==> src/design/usb_xact_pkg.sv <==
package usb_xact_pkg;

  // Field widths
  localparam int ADDR_W = 7;
  localparam int ENDP_W = 4;
  localparam int BYTE_W = 8;
  localparam int TUSER_W = 4;

  // Token type, as decoded from the token PID
  typedef enum logic [1:0] {
    TOK_OUT   = 2'b00,
    TOK_SOF   = 2'b01,
    TOK_IN    = 2'b10,
    TOK_SETUP = 2'b11
  } token_pid_e;

  // Handshake type, upper half of the PID field
  typedef enum logic [1:0] {
    HSK_ACK = 2'b00,
    HSK_NAK = 2'b10
  } hsk_pid_e;

  // Data packet type, upper half of the PID field
  typedef enum logic [1:0] {
    DATA0 = 2'b00,
    DATA1 = 2'b10
  } data_pid_e;

  // Packet class, lower half of the PID field
  typedef enum logic [1:0] {
    CLS_HSK  = 2'b10,
    CLS_DATA = 2'b11
  } pid_class_e;

  typedef enum logic {
    XS_IDLE,
    XS_BULK
  } xact_state_e;

  typedef enum logic [2:0] {
    BLK_IDLE,
    BLK_IN_TX,
    BLK_IN_ZDP,
    BLK_IN_ACK,
    BLK_OUT_RX,
    BLK_OUT_DROP,
    BLK_OUT_HSK,
    BLK_DONE
  } bulk_state_e;

  // Last error seen on an addressed token
  typedef enum logic [2:0] {
    ER_NONE = 3'h0,
    ER_TOKN = 3'h3,
    ER_ENDP = 3'h5
  } err_code_e;

endpackage

==> src/design/usb_token_if.sv <==
interface usb_token_if;

  // Token strobe, fields valid only while it is high
  logic recv;
  logic ping;
  logic [usb_xact_pkg::ADDR_W-1:0] addr;
  logic [usb_xact_pkg::ENDP_W-1:0] endp;
  usb_xact_pkg::token_pid_e pid;

  // Driven from the decoder side
  modport source(
    output recv,
    output ping,
    output addr,
    output endp,
    output pid
  );

  // Modules that react to tokens
  modport sink(
    input recv,
    input ping,
    input addr,
    input endp,
    input pid
  );

endinterface

==> src/design/xact_dispatch.sv <==
module xact_dispatch #(
  parameter int ENDPOINT1 = 1,
  parameter int ENDPOINT2 = 2
) (
  input  logic clock,
  input  logic reset,
  input  logic [usb_xact_pkg::ADDR_W-1:0] usb_addr_i,
  usb_token_if.sink tok,
  input  logic bulk_done_i,
  output logic bulk_active_o,
  output logic [usb_xact_pkg::ENDP_W-1:0] endp_sel_o,
  output logic token_in_o,
  output usb_xact_pkg::err_code_e err_code_o
);

  localparam logic [usb_xact_pkg::ENDP_W-1:0] EP1 = ENDPOINT1[usb_xact_pkg::ENDP_W-1:0];
  localparam logic [usb_xact_pkg::ENDP_W-1:0] EP2 = ENDPOINT2[usb_xact_pkg::ENDP_W-1:0];

  usb_xact_pkg::xact_state_e state_q;
  usb_xact_pkg::err_code_e err_q;
  logic [usb_xact_pkg::ENDP_W-1:0] endp_q;
  logic token_in_q;
  logic addressed;
  logic bulk_tok;
  logic endp_ok;
  logic accept;

  // Only tokens for this device are looked at
  assign addressed = tok.recv && tok.addr == usb_addr_i;

  // IN, OUT and PING are bulk tokens, SETUP and SOF are not handled
  assign bulk_tok = tok.ping || tok.pid == usb_xact_pkg::TOK_IN ||
                    tok.pid == usb_xact_pkg::TOK_OUT;
  assign endp_ok = tok.endp == EP1 || tok.endp == EP2;
  assign accept = state_q == usb_xact_pkg::XS_IDLE && addressed && bulk_tok && endp_ok;

  always_ff @(posedge clock) begin
    if (reset) begin
      state_q <= usb_xact_pkg::XS_IDLE;
      err_q <= usb_xact_pkg::ER_NONE;
    end else begin
      case (state_q)
        usb_xact_pkg::XS_IDLE: begin
          // Error code sticks until the next addressed token
          if (addressed) begin
            if (!bulk_tok) begin
              err_q <= usb_xact_pkg::ER_TOKN;
            end else if (!endp_ok) begin
              err_q <= usb_xact_pkg::ER_ENDP;
            end else begin
              err_q <= usb_xact_pkg::ER_NONE;
              state_q <= usb_xact_pkg::XS_BULK;
            end
          end
        end
        usb_xact_pkg::XS_BULK: begin
          // Bulk sequencer has finished the transaction
          if (bulk_done_i) begin
            state_q <= usb_xact_pkg::XS_IDLE;
          end
        end
      endcase
    end
  end

  // Endpoint and direction of the accepted token
  always_ff @(posedge clock) begin
    if (accept) begin
      endp_q <= tok.endp;
      token_in_q <= tok.pid == usb_xact_pkg::TOK_IN && !tok.ping;
    end
  end

  assign bulk_active_o = state_q == usb_xact_pkg::XS_BULK;
  assign endp_sel_o = endp_q;
  assign token_in_o = token_in_q;
  assign err_code_o = err_q;

endmodule

==> src/design/bulk_xact_fsm.sv <==
module bulk_xact_fsm (
  input  logic clock,
  input  logic reset,
  input  logic bulk_active_i,
  input  logic token_in_i,
  input  logic blk_in_ready_i,
  input  logic blk_out_ready_i,
  input  logic usb_sent_i,
  input  logic hsk_recv_i,
  input  usb_xact_pkg::hsk_pid_e hsk_pid_i,
  input  logic hsk_sent_i,
  input  logic timeout_i,
  // User source, IN data
  input  logic blk_tvalid_i,
  output logic blk_tready_o,
  input  logic blk_tlast_i,
  input  logic blk_tkeep_i,
  input  logic [usb_xact_pkg::BYTE_W-1:0] blk_tdata_i,
  // To the packet encoder
  output logic usb_tvalid_o,
  input  logic usb_tready_i,
  output logic usb_tlast_o,
  output logic usb_tkeep_o,
  output logic [usb_xact_pkg::BYTE_W-1:0] usb_tdata_o,
  // From the packet decoder, OUT data
  input  logic usb_tvalid_i,
  output logic usb_tready_o,
  input  logic usb_tlast_i,
  input  logic [usb_xact_pkg::BYTE_W-1:0] usb_tdata_i,
  // User sink
  output logic blk_tvalid_o,
  input  logic blk_tready_i,
  output logic blk_tlast_o,
  output logic [usb_xact_pkg::BYTE_W-1:0] blk_tdata_o,
  output logic blk_start_o,
  output logic bulk_done_o,
  output logic toggle_o,
  output logic nak_o,
  output logic hsk_wait_o
);

  usb_xact_pkg::bulk_state_e state_q;
  logic nak_q;
  logic tx_open_q;
  logic sel_tx;
  logic sel_zdp;
  logic tx_beat;
  logic rx_beat;

  // Transmit window closes after the tlast beat
  assign sel_tx = state_q == usb_xact_pkg::BLK_IN_TX && tx_open_q;
  assign sel_zdp = state_q == usb_xact_pkg::BLK_IN_ZDP && tx_open_q;
  assign tx_beat = usb_tvalid_o && usb_tready_i;
  assign rx_beat = usb_tvalid_i && usb_tready_o;

  always_ff @(posedge clock) begin
    if (reset) begin
      state_q <= usb_xact_pkg::BLK_IDLE;
      nak_q <= 1'b0;
      tx_open_q <= 1'b0;
    end else begin
      case (state_q)
        usb_xact_pkg::BLK_IDLE: begin
          if (bulk_active_i) begin
            // Direction and readiness pick the path
            nak_q <= !token_in_i && !blk_out_ready_i;
            tx_open_q <= token_in_i;
            if (token_in_i) begin
              state_q <= blk_in_ready_i ? usb_xact_pkg::BLK_IN_TX : usb_xact_pkg::BLK_IN_ZDP;
            end else begin
              state_q <= blk_out_ready_i ? usb_xact_pkg::BLK_OUT_RX : usb_xact_pkg::BLK_OUT_DROP;
            end
          end
        end
        usb_xact_pkg::BLK_IN_TX, usb_xact_pkg::BLK_IN_ZDP: begin
          if (tx_beat && usb_tlast_o) begin
            tx_open_q <= 1'b0;
          end
          if (usb_sent_i) begin
            state_q <= usb_xact_pkg::BLK_IN_ACK;
          end
        end
        // Host answers, or goes silent
        usb_xact_pkg::BLK_IN_ACK: begin
          if (hsk_recv_i || timeout_i) begin
            state_q <= usb_xact_pkg::BLK_DONE;
          end
        end
        usb_xact_pkg::BLK_OUT_RX, usb_xact_pkg::BLK_OUT_DROP: begin
          if (rx_beat && usb_tlast_i) begin
            state_q <= usb_xact_pkg::BLK_OUT_HSK;
          end else if (timeout_i) begin
            state_q <= usb_xact_pkg::BLK_DONE;
          end
        end
        usb_xact_pkg::BLK_OUT_HSK: begin
          if (hsk_sent_i) begin
            state_q <= usb_xact_pkg::BLK_DONE;
          end
        end
        usb_xact_pkg::BLK_DONE: begin
          state_q <= usb_xact_pkg::BLK_IDLE;
        end
      endcase
    end
  end

  // IN path, source straight to encoder, or one empty tlast beat
  assign usb_tvalid_o = sel_tx ? blk_tvalid_i : sel_zdp;
  assign usb_tlast_o = sel_tx ? blk_tlast_i : 1'b1;
  assign usb_tkeep_o = sel_tx ? blk_tkeep_i : 1'b0;
  assign usb_tdata_o = sel_tx ? blk_tdata_i : '0;
  assign blk_tready_o = sel_tx && usb_tready_i;

  // OUT path, data is swallowed outside BLK_OUT_RX
  assign blk_tvalid_o = state_q == usb_xact_pkg::BLK_OUT_RX && usb_tvalid_i;
  assign blk_tlast_o = usb_tlast_i;
  assign blk_tdata_o = usb_tdata_i;
  assign usb_tready_o = state_q == usb_xact_pkg::BLK_OUT_RX ? blk_tready_i : 1'b1;

  assign blk_start_o = bulk_active_i && state_q == usb_xact_pkg::BLK_IDLE;
  assign bulk_done_o = state_q == usb_xact_pkg::BLK_DONE;

  // Toggle advances only on a completed, acknowledged packet
  assign toggle_o = (state_q == usb_xact_pkg::BLK_IN_ACK && hsk_recv_i &&
                     hsk_pid_i == usb_xact_pkg::HSK_ACK) ||
                    (state_q == usb_xact_pkg::BLK_OUT_HSK && hsk_sent_i && !nak_q);
  assign nak_o = nak_q;
  assign hsk_wait_o = state_q == usb_xact_pkg::BLK_OUT_HSK;

endmodule

==> src/design/data_toggle.sv <==
module data_toggle #(
  parameter int NUM_ENDP = 16
) (
  input  logic clock,
  input  logic reset,
  usb_token_if.sink tok,
  input  logic [usb_xact_pkg::ENDP_W-1:0] endp_sel_i,
  input  logic toggle_i,
  input  logic nak_i,
  input  logic hsk_req_i,
  output logic [usb_xact_pkg::TUSER_W-1:0] usb_tuser_o
);

  // One DATA0/DATA1 bit per endpoint, high means DATA1
  logic [NUM_ENDP-1:0] odd_q;
  logic [usb_xact_pkg::TUSER_W-1:0] tuser_q;
  logic tok_odd;

  assign tok_odd = odd_q[tok.endp];

  always_ff @(posedge clock) begin
    if (reset) begin
      odd_q <= '0;
    end else if (toggle_i) begin
      odd_q[endp_sel_i] <= ~odd_q[endp_sel_i];
    end
  end

  // PID field for the encoder
  // Handshake request wins over a token in the same cycle
  always_ff @(posedge clock) begin
    if (hsk_req_i) begin
      tuser_q <= {nak_i ? usb_xact_pkg::HSK_NAK : usb_xact_pkg::HSK_ACK,
                  usb_xact_pkg::CLS_HSK};
    end else if (tok.recv && tok.pid == usb_xact_pkg::TOK_IN) begin
      tuser_q <= {tok_odd ? usb_xact_pkg::DATA1 : usb_xact_pkg::DATA0,
                  usb_xact_pkg::CLS_DATA};
    end
  end

  assign usb_tuser_o = tuser_q;

endmodule

==> src/design/eop_handshake.sv <==
module eop_handshake #(
  parameter int EOP_DELAY = 5
) (
  input  logic clock,
  input  logic reset,
  input  logic usb_recv_i,
  input  logic usb_tvalid_i,
  // Receive ready, as driven back to the decoder
  input  logic usb_tready_o,
  input  logic hsk_wait_i,
  input  logic hsk_sent_i,
  output logic hsk_send_o,
  output logic hsk_req_o,
  output logic rx_event_o
);

  localparam int CNT_W = $clog2(EOP_DELAY + 1);

  logic [CNT_W-1:0] eop_cnt_q;
  logic hsk_send_q;
  logic rx_beat;
  logic eop;

  assign rx_beat = usb_tvalid_i && usb_tready_o;

  // Bus considered quiet once the count runs out
  assign eop = eop_cnt_q == CNT_W'(1);

  always_ff @(posedge clock) begin
    if (reset) begin
      eop_cnt_q <= '0;
    end else if (usb_recv_i || rx_beat) begin
      eop_cnt_q <= CNT_W'(EOP_DELAY);
    end else if (eop_cnt_q != '0) begin
      eop_cnt_q <= eop_cnt_q - 1'b1;
    end
  end

  // One request per packet end
  assign hsk_req_o = eop && hsk_wait_i && !hsk_send_q;

  // Held until the encoder reports the handshake sent
  always_ff @(posedge clock) begin
    if (reset || hsk_sent_i) begin
      hsk_send_q <= 1'b0;
    end else if (hsk_req_o) begin
      hsk_send_q <= 1'b1;
    end
  end

  assign hsk_send_o = hsk_send_q;
  assign rx_event_o = usb_recv_i;

endmodule

==> src/design/turnaround_timer.sv <==
module turnaround_timer #(
  parameter int TURNAROUND = 255
) (
  input  logic clock,
  input  logic reset,
  usb_token_if.sink tok,
  input  logic usb_sent_i,
  input  logic rx_event_i,
  input  logic hsk_recv_i,
  output logic timeout_o,
  output logic usb_timeout_error_o
);

  localparam int CNT_W = $clog2(TURNAROUND + 1);

  logic [CNT_W-1:0] count_q;
  logic active_q;
  logic err_q;
  logic start;
  logic rx_any;
  logic stop;

  // Waiting on the host after our data, or after an OUT token
  assign start = usb_sent_i || (tok.recv && tok.pid == usb_xact_pkg::TOK_OUT);
  assign rx_any = rx_event_i || hsk_recv_i;
  assign stop = rx_any || tok.recv;

  // Last cycle of the window
  assign timeout_o = active_q && count_q == CNT_W'(1);

  always_ff @(posedge clock) begin
    if (reset) begin
      active_q <= 1'b0;
      err_q <= 1'b0;
    end else if (start) begin
      count_q <= CNT_W'(TURNAROUND);
      active_q <= 1'b1;
      err_q <= 1'b0;
    end else if (stop) begin
      active_q <= 1'b0;
      if (rx_any) begin
        err_q <= 1'b0;
      end
    end else if (timeout_o) begin
      active_q <= 1'b0;
      err_q <= 1'b1;
    end else if (active_q) begin
      count_q <= count_q - 1'b1;
    end
  end

  assign usb_timeout_error_o = err_q;

endmodule

==> src/design/usb_bulk_xact.sv <==
module usb_bulk_xact #(
  parameter int ENDPOINT1 = 1,
  parameter int ENDPOINT2 = 2,
  parameter int NUM_ENDP = 16,
  parameter int EOP_DELAY = 5,
  parameter int TURNAROUND = 255
) (
  input  logic clock,
  input  logic reset,
  input  logic [usb_xact_pkg::ADDR_W-1:0] usb_addr_i,
  output logic usb_timeout_error_o,
  output logic usb_device_idle_o,
  output usb_xact_pkg::err_code_e err_code_o,
  // Bulk control
  input  logic blk_in_ready_i,
  input  logic blk_out_ready_i,
  output logic blk_start_o,
  output logic blk_cycle_o,
  output logic [usb_xact_pkg::ENDP_W-1:0] blk_endpt_o,
  // User sink
  output logic blk_tvalid_o,
  input  logic blk_tready_i,
  output logic blk_tlast_o,
  output logic [usb_xact_pkg::BYTE_W-1:0] blk_tdata_o,
  // User source
  input  logic blk_tvalid_i,
  output logic blk_tready_o,
  input  logic blk_tlast_i,
  input  logic blk_tkeep_i,
  input  logic [usb_xact_pkg::BYTE_W-1:0] blk_tdata_i,
  // Decoder events
  input  logic tok_recv_i,
  input  logic tok_ping_i,
  input  logic [usb_xact_pkg::ADDR_W-1:0] tok_addr_i,
  input  logic [usb_xact_pkg::ENDP_W-1:0] tok_endp_i,
  input  usb_xact_pkg::token_pid_e tok_pid_i,
  input  logic hsk_recv_i,
  input  usb_xact_pkg::hsk_pid_e hsk_pid_i,
  output logic hsk_send_o,
  input  logic hsk_sent_i,
  input  logic usb_recv_i,
  input  logic usb_sent_i,
  // Received data
  input  logic usb_tvalid_i,
  output logic usb_tready_o,
  input  logic usb_tlast_i,
  input  logic [usb_xact_pkg::BYTE_W-1:0] usb_tdata_i,
  // To the encoder
  output logic usb_tvalid_o,
  input  logic usb_tready_i,
  output logic usb_tkeep_o,
  output logic usb_tlast_o,
  output logic [usb_xact_pkg::TUSER_W-1:0] usb_tuser_o,
  output logic [usb_xact_pkg::BYTE_W-1:0] usb_tdata_o
);

  logic bulk_active;
  logic [usb_xact_pkg::ENDP_W-1:0] endp_sel;
  logic token_in;
  logic bulk_done;
  logic toggle;
  logic nak;
  logic hsk_wait;
  logic hsk_req;
  logic rx_event;
  logic timeout;

  usb_token_if tok_if ();

  assign tok_if.recv = tok_recv_i;
  assign tok_if.ping = tok_ping_i;
  assign tok_if.addr = tok_addr_i;
  assign tok_if.endp = tok_endp_i;
  assign tok_if.pid = tok_pid_i;

  xact_dispatch #(
    .ENDPOINT1(ENDPOINT1),
    .ENDPOINT2(ENDPOINT2)
  ) u_dispatch (
    .clock(clock),
    .reset(reset),
    .usb_addr_i(usb_addr_i),
    .tok(tok_if.sink),
    .bulk_done_i(bulk_done),
    .bulk_active_o(bulk_active),
    .endp_sel_o(endp_sel),
    .token_in_o(token_in),
    .err_code_o(err_code_o)
  );

  bulk_xact_fsm u_bulk (
    .clock(clock),
    .reset(reset),
    .bulk_active_i(bulk_active),
    .token_in_i(token_in),
    .blk_in_ready_i(blk_in_ready_i),
    .blk_out_ready_i(blk_out_ready_i),
    .usb_sent_i(usb_sent_i),
    .hsk_recv_i(hsk_recv_i),
    .hsk_pid_i(hsk_pid_i),
    .hsk_sent_i(hsk_sent_i),
    .timeout_i(timeout),
    .blk_tvalid_i(blk_tvalid_i),
    .blk_tready_o(blk_tready_o),
    .blk_tlast_i(blk_tlast_i),
    .blk_tkeep_i(blk_tkeep_i),
    .blk_tdata_i(blk_tdata_i),
    .usb_tvalid_o(usb_tvalid_o),
    .usb_tready_i(usb_tready_i),
    .usb_tlast_o(usb_tlast_o),
    .usb_tkeep_o(usb_tkeep_o),
    .usb_tdata_o(usb_tdata_o),
    .usb_tvalid_i(usb_tvalid_i),
    .usb_tready_o(usb_tready_o),
    .usb_tlast_i(usb_tlast_i),
    .usb_tdata_i(usb_tdata_i),
    .blk_tvalid_o(blk_tvalid_o),
    .blk_tready_i(blk_tready_i),
    .blk_tlast_o(blk_tlast_o),
    .blk_tdata_o(blk_tdata_o),
    .blk_start_o(blk_start_o),
    .bulk_done_o(bulk_done),
    .toggle_o(toggle),
    .nak_o(nak),
    .hsk_wait_o(hsk_wait)
  );

  data_toggle #(
    .NUM_ENDP(NUM_ENDP)
  ) u_toggle (
    .clock(clock),
    .reset(reset),
    .tok(tok_if.sink),
    .endp_sel_i(endp_sel),
    .toggle_i(toggle),
    .nak_i(nak),
    .hsk_req_i(hsk_req),
    .usb_tuser_o(usb_tuser_o)
  );

  eop_handshake #(
    .EOP_DELAY(EOP_DELAY)
  ) u_eop (
    .clock(clock),
    .reset(reset),
    .usb_recv_i(usb_recv_i),
    .usb_tvalid_i(usb_tvalid_i),
    .usb_tready_o(usb_tready_o),
    .hsk_wait_i(hsk_wait),
    .hsk_sent_i(hsk_sent_i),
    .hsk_send_o(hsk_send_o),
    .hsk_req_o(hsk_req),
    .rx_event_o(rx_event)
  );

  turnaround_timer #(
    .TURNAROUND(TURNAROUND)
  ) u_timer (
    .clock(clock),
    .reset(reset),
    .tok(tok_if.sink),
    .usb_sent_i(usb_sent_i),
    .rx_event_i(rx_event),
    .hsk_recv_i(hsk_recv_i),
    .timeout_o(timeout),
    .usb_timeout_error_o(usb_timeout_error_o)
  );

  // Device is idle whenever no bulk transaction runs
  assign blk_cycle_o = bulk_active;
  assign usb_device_idle_o = ~bulk_active;
  assign blk_endpt_o = endp_sel;

endmodule

==> config.mk <==
export PLATFORM = sky130hd
export DESIGN_NAME = usb_bulk_xact
export DESIGN_NICKNAME = d
export VERILOG_FILES = /design/src/design/usb_xact_pkg.sv /design/src/design/usb_token_if.sv /design/src/design/xact_dispatch.sv /design/src/design/bulk_xact_fsm.sv /design/src/design/data_toggle.sv /design/src/design/eop_handshake.sv /design/src/design/turnaround_timer.sv /design/src/design/usb_bulk_xact.sv
export SDC_FILE = /design/constraint.sdc
export NUM_CORES = 1
export LEC_CHECK = 0
export BUFFER_PORTS_ARGS = -buffer_cell sky130_fd_sc_hd__buf_2
export CELL_PAD_IN_SITES_DETAIL_PLACEMENT = 0
export CELL_PAD_IN_SITES_GLOBAL_PLACEMENT = 1
export CORE_AREA = 5 5 107 119
export CTS_BUF_LIST = sky130_fd_sc_hd__clkbuf_2
export CTS_CLUSTER_SIZE = 28
export DETAILED_ROUTE_END_ITERATION = 10
export DIE_AREA = 0 0 112 124
export PLACE_DENSITY = 0.69
export SLEW_MARGIN = 25
export SYNTH_ARGS = -nofsm -noshare
export SYNTH_HDL_FRONTEND = slang
export SYNTH_HIERARCHICAL = 1
export SYNTH_SLANG_ARGS = --single-unit
==> constraint.sdc <==
create_clock -name clock -period 1.8 [get_ports clock]
set_input_delay 0 -clock clock [delete_from_list [all_inputs] [get_ports clock]]
set_output_delay 0 -clock clock [all_outputs]
set_load 0.02 [all_outputs]
==> results.sh, run 1 <==
export IMPL_cts_tree="built"
export IMPL_nets=447
export IMPL_drv_cap=0
export IMPL_place_congestion=0.829
export IMPL_final_design_area_no_fill_mm2=0.00379
export IMPL_fin_crit_sh_pct=97.5
export IMPL_synth_seq_cells=46
export IMPL_rr_endpoint="u_toggle/usb_tuser_o[3]"
export IMPL_r2r_slack_ns=0.05
export IMPL_clk_pin_slew_ns=0.27
export IMPL_ys_flop_type="dfxtp_1"
export IMPL_cp_end_kind="flop"
export IMPL_synth_warnings=6
export IMPL_ant_nets=0
export IMPL_hold_ws_ns=0.0000262
export IMPL_die_area_mm2=0.0139
export IMPL_synth_nets=343
export IMPL_drive_gt1_share_pct=40.2
export IMPL_drt_pass1_iterations=4
export IMPL_synthArstFlopShare_pct=0
export IMPL_grt_pass1_vias=2557
export IMPL_m1WireLength_um=3300
export IMPL_slowest_delay_ns=0.60
export IMPL_fin_skew_ns=0.0350
export IMPL_numPortBuffers=75
export IMPL_cts_root_buffer="clkbuf_2"
export IMPL_crit_required_ns=2.04
export IMPL_dp_hpwl_um=6020
export IMPL_holdPathEnd="blk_tdata_o[0]"
export IMPL_cp_slowest_cell="mux4_1"
export IMPL_cp_arrival_ns=2.00
export IMPL_grt_overflow_total=0
export IMPL_slew_viol_final=0
export IMPL_drc_errors=0
export IMPL_path_cells="dlygate4sd3_1, buf_2, mux4_1, mux4_2, a22o_1"
export IMPL_slew_headroom_pct=59.1
export IMPL_placedCellCount=506
export IMPL_cts_htree_levels=2
export IMPL_r2r_start="u_toggle/odd_q[9]"
export IMPL_final_cell_count_no_fill=538
export IMPL_wl_per_cell_um=15.3
export IMPL_netlist_top_cells_area="dfxtp_1, edfxtp_1, a311oi_1"
export IMPL_p_leak_nw=1.55
export IMPL_viasPerCell=4.79
export IMPL_drt_iter0_markers=115
export IMPL_synthTopCellsByCount="dfxtp_1, a21oi_1, a311oi_1"
export IMPL_via_count=2579
export IMPL_synth_edf_count=14
export IMPL_utilization_pct=33.5
export IMPL_placed_cell_area_mm2=0.00338
export IMPL_route_final_wire_length_um=8240
export IMPL_vdd_drop_max_mv=0.240
export IMPL_antenna_found_initial=0
export IMPL_cts_buffers=5
export IMPL_area_growth_pct=36.2
export IMPL_insertion_delay_ns=0.44
export IMPL_min_path_cells=0
export IMPL_rsz0062_at_grt="yes"
export IMPL_die_x_um=112
export IMPL_cts_sinks=46
export IMPL_clk_path_buf_depth=2
export IMPL_power_mw=1.95
export IMPL_worstPathMaxFanout=6
export IMPL_yosys_area_top_type_share_pct=23.0
export IMPL_synthDistinctLibCells=63
export IMPL_fmaxAchievable_mhz=570
export IMPL_ys_seq_area_share_pct=38.1
export IMPL_avgSynthCellArea_um2=9.84
export IMPL_grt_util_all_layers_pct=11.5
export IMPL_cellPowerDensity_mw_per_mm2=513
export IMPL_yosysMostFrequentCell="dfxtp_1"
export IMPL_status="finished, final reports clean"
export IMPL_grt_max_degree=39
export IMPL_grt_pass1_wl_um=13000
export IMPL_hold_path_class="in2out"
export IMPL_crit_type="in2reg"
export IMPL_ff2ff_path_depth=3
export IMPL_post_route_min_period_ns=1.75
export IMPL_antenna_cells=0
export IMPL_top_layer_used="met4"
export IMPL_hp_start="usb_tdata_i[0]"
export IMPL_synth_top_area_cell="dfxtp_1"
export IMPL_worst_setup_path_start_kind="input port"
export IMPL_io_pins=94
export IMPL_met2_length_um=4330
export IMPL_start_util_pct=24.6
export IMPL_die_h_um=124
export IMPL_setup_viol=0
export IMPL_synth_cells=283
export IMPL_wl_met3_um=515
export IMPL_coreArea_mm2=0.0113
export IMPL_row_count=41
export IMPL_synth_area_mm2=0.00279
export IMPL_hold_violations=0
export IMPL_worst_pin_slew_ns=0.612
-- metrics by stage --
step,TNS (ns),setup WS [ns]
after floorplan,0,0.00453
after global placement,-0.470,-0.0589
after detailed placement,-1.22,-0.122
after CTS,0,0.00371
after global routing,-0.131,-0.0432
final,0,0.0456
-- worst max-delay path by stage --
stage,slack [ns],end,start,cells after the start
6_report,0.05,u_toggle/usb_tuser_o[3],tok_endp_i[2],5
5_1_grt,-0.04,usb_tdata_o[1],u_bulk/state_q[0],5
4_1_cts,0.004,u_toggle/odd_q[4],u_bulk/state_q[0],8
3_5_place_dp,-0.12,u_timer/count_q[0],u_timer/count_q[0],4
3_3_place_gp,-0.06,u_timer/count_q[2],u_timer/count_q[0],4
2_1_floorplan,0.005,u_timer/count_q[0],u_timer/count_q[1],5
-- layer usage --
layer | vias up | GRT usage (%)
met5 | - | 0
met4 | 0 | 3.23
met3 | 13 | 2.82
met2 | 84 | 20.2
met1 | 1226 | 14.2
li1 | 1256 | -
-- cell type report --
cell class,count,area [um^2]
Clock buffer,5,25.0
Inverter,10,37.5
Multi-Input combinational cell,200,1660
Timing Repair Buffer,124,802
Clock inverter,3,15.0
Tap cell,150,188
Sequential cell,46,1070
Fill cell,1150,7540
-- what timing repair did --
item | 4_1_cts | 5_1_grt
resized for setup | 11 | 27
pin swaps | 0 | 12
cloned | 0 | 1
hold endpoints to repair | 25 | 0
setup endpoints to repair | 38 | 41
buffers inserted | 0 | 2
hold buffers | 21 | 0
-- report_power, final --
| group | total [mW] | leakage [nW] | switching (mW) | internal, mW |
|---|---|---|---|---|
| registers | 1.12 | 0.379 | 0.0235 | 1.10 |
| logic | 0.382 | 1.14 | 0.190 | 0.192 |
| clock network | 0.444 | 0.0334 | 0.352 | 0.0922 |
-- flip-flops by register name (all words and copies together), names as in the netlist --
signal                       flops
u_toggle/odd_q                  16
u_timer/count_q                  8
u_dispatch/endp_sel_o            4
u_bulk/state_q                   3
u_dispatch/err_code_o            3
u_eop/eop_cnt_q                  3
u_toggle/usb_tuser_o             2
u_bulk/nak_o                     1
u_bulk/tx_open_q                 1
u_dispatch/bulk_active_o         1
u_dispatch/token_in_o            1
u_eop/hsk_send_o                 1
u_timer/active_q                 1
u_timer/usb_timeout_error_o      1
-- critical path, delay by kind of cell --
| kind | cells | cell delay [ns] |
|---|---|---|
| buffers and inverters | 2 | 0.72 |
| AO/OA/AOI/OAI | 1 | 0.20 |
| multiplexers | 2 | 1.07 |
-- layout by cell type, fill, tap and decap left out, types with 7 or more instances in the layout --
master,synthesis,final
dfxtp_1,32,29
and2_1,11,11
nand2b_1,11,10
nor2_1,15,14
xor2_1,7,7
inv_1,10,9
a21oi_1,27,23
dlygate4sd3_1,0,21
buf_4,12,28
edfxtp_1,14,14
buf_2,3,74
nand2_1,10,10
a311oi_1,16,12
-- cell families (layout without fill, tap and decap cells) --
family / after synthesis / after routing / synth area share [%]
compound gates: 67 / 67 / 16.4
xor+xnor: 11 / 11 / 3.46
fa+ha+maj: 5 / 5 / 2.25
buf+inv: 38 / 142 / 7.14
flops: 46 / 46 / 38.1
mux: 13 / 13 / 9.34
other cells: 2 / 2 / 0.270
simple gates: 101 / 102 / 23.1
(Power assumes the default switching activity.)
==> run 2, diff against run 1 <==
--- a/config.mk
+++ b/config.mk
@@ -13,6 +13,7 @@
 export CTS_CLUSTER_SIZE = 28
 export DETAILED_ROUTE_END_ITERATION = 10
 export DIE_AREA = 0 0 112 124
+export HOLD_SLACK_MARGIN = 0.12
 export PLACE_DENSITY = 0.69
 export SLEW_MARGIN = 25
 export SYNTH_ARGS = -nofsm -noshare
==> results.sh, run 2 (synthesis gave the netlist of run 1 again) <==
export IMPL_cts_root_buffer="clkbuf_2"
export IMPL_drive_gt1_share_pct=39.1
export IMPL_placed_cell_area_mm2=0.00338
export IMPL_final_cell_count_no_fill=557
export IMPL_min_path_cells=5
export IMPL_wl_per_cell_um=15.6
export IMPL_post_route_min_period_ns=1.77
export IMPL_clk_path_buf_depth=2
export IMPL_r2r_start="u_toggle/odd_q[9]"
export IMPL_place_congestion=0.829
export IMPL_cts_buffers=5
export IMPL_hold_path_class="in2reg"
export IMPL_register_area_mm2=0.00107
export IMPL_rr_endpoint="u_toggle/usb_tuser_o[3]"
export IMPL_clk_pin_slew_ns=0.25
export IMPL_largest_reg_flops=16
export IMPL_worstPathMaxFanout=5
export IMPL_cp_arrival_ns=1.92
export IMPL_hold_violations=0
export IMPL_grt_overflow_total=0
export IMPL_worst_pin_slew_ns=0.615
export IMPL_insertion_delay_ns=0.43
export IMPL_p_leak_nw=1.63
export IMPL_cts_htree_levels=2
export IMPL_ff2ff_path_depth=3
export IMPL_r2r_slack_ns=0.05
export IMPL_cts_sinks=46
export IMPL_setup_viol=0
export IMPL_via_count=2658
export IMPL_row_count=41
export IMPL_drv_cap=0
export IMPL_nFillCells=1140
export IMPL_antenna_cells=0
export IMPL_final_design_area_no_fill_mm2=0.00399
export IMPL_top_register="u_toggle/odd_q"
export IMPL_worst_setup_path_start_kind="input port"
export IMPL_grt_util_all_layers_pct=12.1
export IMPL_die_x_um=112
export IMPL_grt_max_degree=39
export IMPL_drt_iter0_markers=106
export IMPL_crit_required_ns=1.96
export IMPL_viasPerCell=4.77
export IMPL_cts_tree="built"
export IMPL_nets=466
export IMPL_layout_common_cells="buf_2, dlygate4sd3_1, dfxtp_1, buf_4, a21oi_1"
export IMPL_slew_headroom_pct=58.9
export IMPL_route_final_wire_length_um=8700
export IMPL_worst_slack_ns=0.0346
export IMPL_multi_input_area_mm2=0.00167
export IMPL_cp_end_kind="flop"
export IMPL_ant_nets=0
export IMPL_holdPathEnd="u_dispatch/bulk_active_o"
export IMPL_crit_type="in2reg"
export IMPL_placedCellCount=506
export IMPL_cellPowerDensity_mw_per_mm2=501
export IMPL_hp_start="tok_addr_i[2]"
export IMPL_die_area_mm2=0.0139
export IMPL_grt_pass1_vias=2711
export IMPL_vdd_drop_max_mv=0.240
export IMPL_rsz0062_at_grt="yes"
export IMPL_start_util_pct=24.6
export IMPL_status="finished, final reports clean"
export IMPL_fin_tns_setup_ns=0
export IMPL_drt_pass1_iterations=4
export IMPL_dp_slack_ns=-0.122
export IMPL_fmaxAchievable_mhz=566
export IMPL_dp_hpwl_um=6020
export IMPL_drc_errors=0
export IMPL_numPortBuffers=75
export IMPL_final_common_cell="buf_2"
export IMPL_grt_pass1_wl_um=13700
export IMPL_io_pins=94
export IMPL_slew_viol_final=0
export IMPL_fin_skew_ns=0.0317
export IMPL_antenna_found_initial=0
export IMPL_die_h_um=124
export IMPL_area_growth_pct=43.3
export IMPL_coreArea_mm2=0.0113
export IMPL_fin_crit_sh_pct=98.1
-- run 2: cell types whose count changed in the layout (fill, tap and decap cells not counted), sizes merged --
| cell | delta |
|---|---|
| dlygate4sd3 | +19 |
-- run 2: where the power goes --
| part | total, mW | switching [mW] | internal, mW |
|---|---|---|---|
| sequential | 1.12 | 0.0237 | 1.10 |
| combinational | 0.436 | 0.213 | 0.223 |
| clock | 0.444 | 0.352 | 0.0923 |
| total | 2.00 | 0.589 | 1.41 |
-- run 2: how the worst max path moves through the flow --
stage	slack, ns	to	start
2_1_floorplan	0.005	u_timer/count_q[0]	u_timer/count_q[1]
3_3_place_gp	-0.06	u_timer/count_q[2]	u_timer/count_q[0]
3_5_place_dp	-0.12	u_timer/count_q[0]	u_timer/count_q[0]
4_1_cts	0.004	u_toggle/odd_q[4]	u_bulk/state_q[0]
5_1_grt	-0.03	usb_tdata_o[1]	u_bulk/state_q[0]
6_report	0.03	u_dispatch/endp_sel_o[2]	usb_addr_i[3]
-- run 2: critical path, cell delays in order --
cell and delay [ns]:
dlygate4sd3_1 0.55, buf_2 0.13, xor2_1 0.16, dlygate4sd3_1 0.57
nor2_2 0.12, nand4_1 0.12, nor2_1 0.12, buf_4 0.16
-- run 2: layout make-up --
class | instances | share of cell area, %
clock buffer | 5 | 0.627
multi-input combinational | 200 | 41.7
inverter | 10 | 0.941
timing repair buffer | 143 | 24.9
clock inverter | 3 | 0.376
sequential | 46 | 26.7
tap | 150 | 4.70
-- run 2: metrics by stage --
| step | hold WS, ns | total power, mW | util, % |
|---|---|---|---|
| finish | 0.128 | 2.00 | 35.2 |
| global route | 0.123 | 2.11 | 35.2 |
| CTS | 0.124 | 2.01 | 34.3 |
| detailed placement | 0.000137 | 1.46 | 29.8 |
| global placement | 0.000137 | 1.45 | 29.8 |
| floorplan | 0.0691 | 1.35 | - |
-- run 2: what timing repair did --
action / 4_1_cts / 5_1_grt
buffers inserted: 0 / 2
hold buffers: 44 / 0
resized for setup: 11 / 30
pin swaps: 0 / 17
setup endpoints to repair: 38 / 46
cloned: 0 / 1
hold endpoints to repair: 47 / 0
-- run 2: layer usage --
layer,global-route usage (%),vias up,wire length [um]
li1,-,1293,-
met1,14.5,1254,3430
met2,21.9,98,4580
met3,2.77,13,572
met4,3.61,0,121
met5,0,-,0
==> run 3, diff against run 2 <==
--- a/config.mk
+++ b/config.mk
@@ -8,13 +8,13 @@
 export BUFFER_PORTS_ARGS = -buffer_cell sky130_fd_sc_hd__buf_2
 export CELL_PAD_IN_SITES_DETAIL_PLACEMENT = 0
 export CELL_PAD_IN_SITES_GLOBAL_PLACEMENT = 1
-export CORE_AREA = 5 5 107 119
+export CORE_AREA = 5 5 84 94
 export CTS_BUF_LIST = sky130_fd_sc_hd__clkbuf_2
 export CTS_CLUSTER_SIZE = 28
 export DETAILED_ROUTE_END_ITERATION = 10
-export DIE_AREA = 0 0 112 124
+export DIE_AREA = 0 0 89 99
 export HOLD_SLACK_MARGIN = 0.12
-export PLACE_DENSITY = 0.69
+export PLACE_DENSITY = 0.95
 export SLEW_MARGIN = 25
 export SYNTH_ARGS = -nofsm -noshare
 export SYNTH_HDL_FRONTEND = slang
==> constraint.sdc (replaced) <==
create_clock -name clock -period 2.2 [get_ports clock]
set_input_delay 0 -clock clock [delete_from_list [all_inputs] [get_ports clock]]
set_output_delay 0 -clock clock [all_outputs]
set_load 0.02 [all_outputs]
==> results.sh, run 3 (synthesis gave the netlist of run 1 again) <==
export IMPL_row_count=32
export IMPL_grt_max_degree=23
export IMPL_cts_tree="built"
export IMPL_wl_per_cell_um=15.9
export IMPL_fin_skew_ns=0.0133
export IMPL_area_growth_pct=28.8
export IMPL_worst_setup_path_start_kind="input port"
export IMPL_grt_overflow_total=0
export IMPL_drv_cap=0
export IMPL_setup_viol=0
export IMPL_dp_hpwl_um=5240
export IMPL_final_design_area_no_fill_mm2=0.00359
export IMPL_crit_required_ns=2.58
export IMPL_utilization_pct=52.4
export IMPL_largest_reg_flops=16
export IMPL_fin_tns_setup_ns=0
export IMPL_hold_violations=0
export IMPL_hp_start="usb_tlast_i"
export IMPL_grt_pass1_vias=2481
export IMPL_ant_nets=0
export IMPL_drt_pass1_iterations=4
export IMPL_hold_path_class="in2reg"
export IMPL_place_congestion=0.874
export IMPL_rr_endpoint="u_timer/count_q[6]"
export IMPL_die_h_um=99
export IMPL_insertion_delay_ns=0.41
export IMPL_placed_cell_area_mm2=0.00315
export IMPL_numPortBuffers=75
export IMPL_grt_pass1_wl_um=11900
export IMPL_layout_common_cells="buf_2, dlygate4sd3_1, dfxtp_1, a21oi_1, a311oi_1"
export IMPL_worst_slack_ns=0.0641
export IMPL_cts_root_buffer="clkbuf_2"
export IMPL_slowest_delay_ns=0.58
export IMPL_fin_crit_sh_pct=97.1
export IMPL_cp_arrival_ns=2.52
export IMPL_io_pins=94
export IMPL_rsz0062_at_grt="no"
export IMPL_fmaxAchievable_mhz=468
export IMPL_route_final_wire_length_um=7380
export IMPL_cts_htree_levels=2
export IMPL_r2r_start="u_timer/count_q[1]"
export IMPL_viasPerCell=5.52
export IMPL_drt_iter0_markers=153
export IMPL_cts_sinks=46
export IMPL_r2r_slack_ns=0.15
export IMPL_final_common_cell="buf_2"
export IMPL_drive_gt1_share_pct=28.7
export IMPL_cp_startpoint="usb_addr_i[5]"
export IMPL_cellPowerDensity_mw_per_mm2=475
export IMPL_worstPathMaxFanout=4
export IMPL_cp_slowest_cell="dlygate4sd3_1"
export IMPL_endpoint="u_dispatch/bulk_active_o"
export IMPL_cp_common_cell="dlygate4sd3_1"
export IMPL_crit_type="in2reg"
export IMPL_antenna_cells=0
export IMPL_slew_headroom_pct=65.5
export IMPL_coreArea_mm2=0.00685
export IMPL_start_util_pct=40.7
export IMPL_cp_depth=8
export IMPL_antenna_found_initial=0
export IMPL_nets=439
export IMPL_critPathBufInv=4
export IMPL_critical_path_top_delay_family="buffers and inverters"
export IMPL_cts_setup_buffers=0
export IMPL_top_register="u_toggle/odd_q"
export IMPL_clk_pin_slew_ns=0.23
export IMPL_p_leak_nw=1.48
export IMPL_clk_path_buf_depth=2
export IMPL_hold_ws_ns=0.155
export IMPL_cp_end_kind="flop"
export IMPL_die_x_um=89
export IMPL_via_count=2568
export IMPL_vdd_drop_max_mv=0.331
export IMPL_post_route_min_period_ns=2.14
export IMPL_cts_buffers=5
export IMPL_path_cells="dlygate4sd3_1, buf_2, xor2_1, dlygate4sd3_1, nor2_1, nand4_2, o31ai_1, dlygate4sd3_1"
export IMPL_worst_pin_slew_ns=0.516
export IMPL_status="finished, final reports clean"
export IMPL_die_area_mm2=0.00881
export IMPL_ff2ff_path_depth=5
export IMPL_grt_util_all_layers_pct=16.7
export IMPL_slew_viol_final=0
export IMPL_dp_slack_ns=0.172
export IMPL_drc_errors=0
[run 3: worst reg2reg max path, cell delays in order (launching register included)]
cell	delay, ns
edfxtp_1	0.50
inv_1	0.13
ha_1	0.14
or4b_1	0.50
o21ai_0	0.32
a21oi_2	0.21
[run 3: repair_timing]
action / 4_1_cts / 5_1_grt
endpoints found under the setup margin: 0 / 11
gates resized for setup: 0 / 4
hold endpoints to repair: 39 / 0
hold buffers: 36 / 0
[run 3: per-layer routing]
metal | GRT usage (%) | share of wire, % | vias up
met1 | 21.0 | 40 | 1207
met2 | 28.9 | 50 | 111
li1 | - | - | 1238
met4 | 4.47 | 1.4 | 0
met5 | 0 | 0 | -
met3 | 3.09 | 8.1 | 12
[run 3: where the power goes]
group,switching [mW],total [mW],internal (mW)
Clock,0.273,0.470,0.196
Sequential,0.0217,0.918,0.896
Combinational,0.154,0.316,0.162
[run 3: final cells by class]
cell class                      instances  area, um^2
Fill cell                             626        3260
Multi-Input combinational cell        199        1530
Sequential cell                        46        1060
Timing Repair Buffer                  117         781
Tap cell                               85         106
Clock inverter                          2        37.5
Inverter                               10        37.5
Clock buffer                            6        30.0
[run 3: worst min path at each step]
| stage | to | cells past startpoint |
|---|---|---|
| 2_1_floorplan | u_timer/active_q | 1 |
| 3_3_place_gp | blk_tdata_o[3] | 0 |
| 3_5_place_dp | blk_tdata_o[3] | 0 |
| 4_1_cts | u_bulk/state_q[0] | 4 |
| 5_1_grt | u_bulk/state_q[0] | 4 |
| 6_report | u_bulk/state_q[0] | 4 |
[run 3: through the flow]
step | instances | total power, mW
global placement | 421 | 1.17
floorplan | 283 | 1.11
global route | 465 | 1.78
detailed placement | 421 | 1.18
finish | 465 | 1.70
CTS | 465 | 1.72
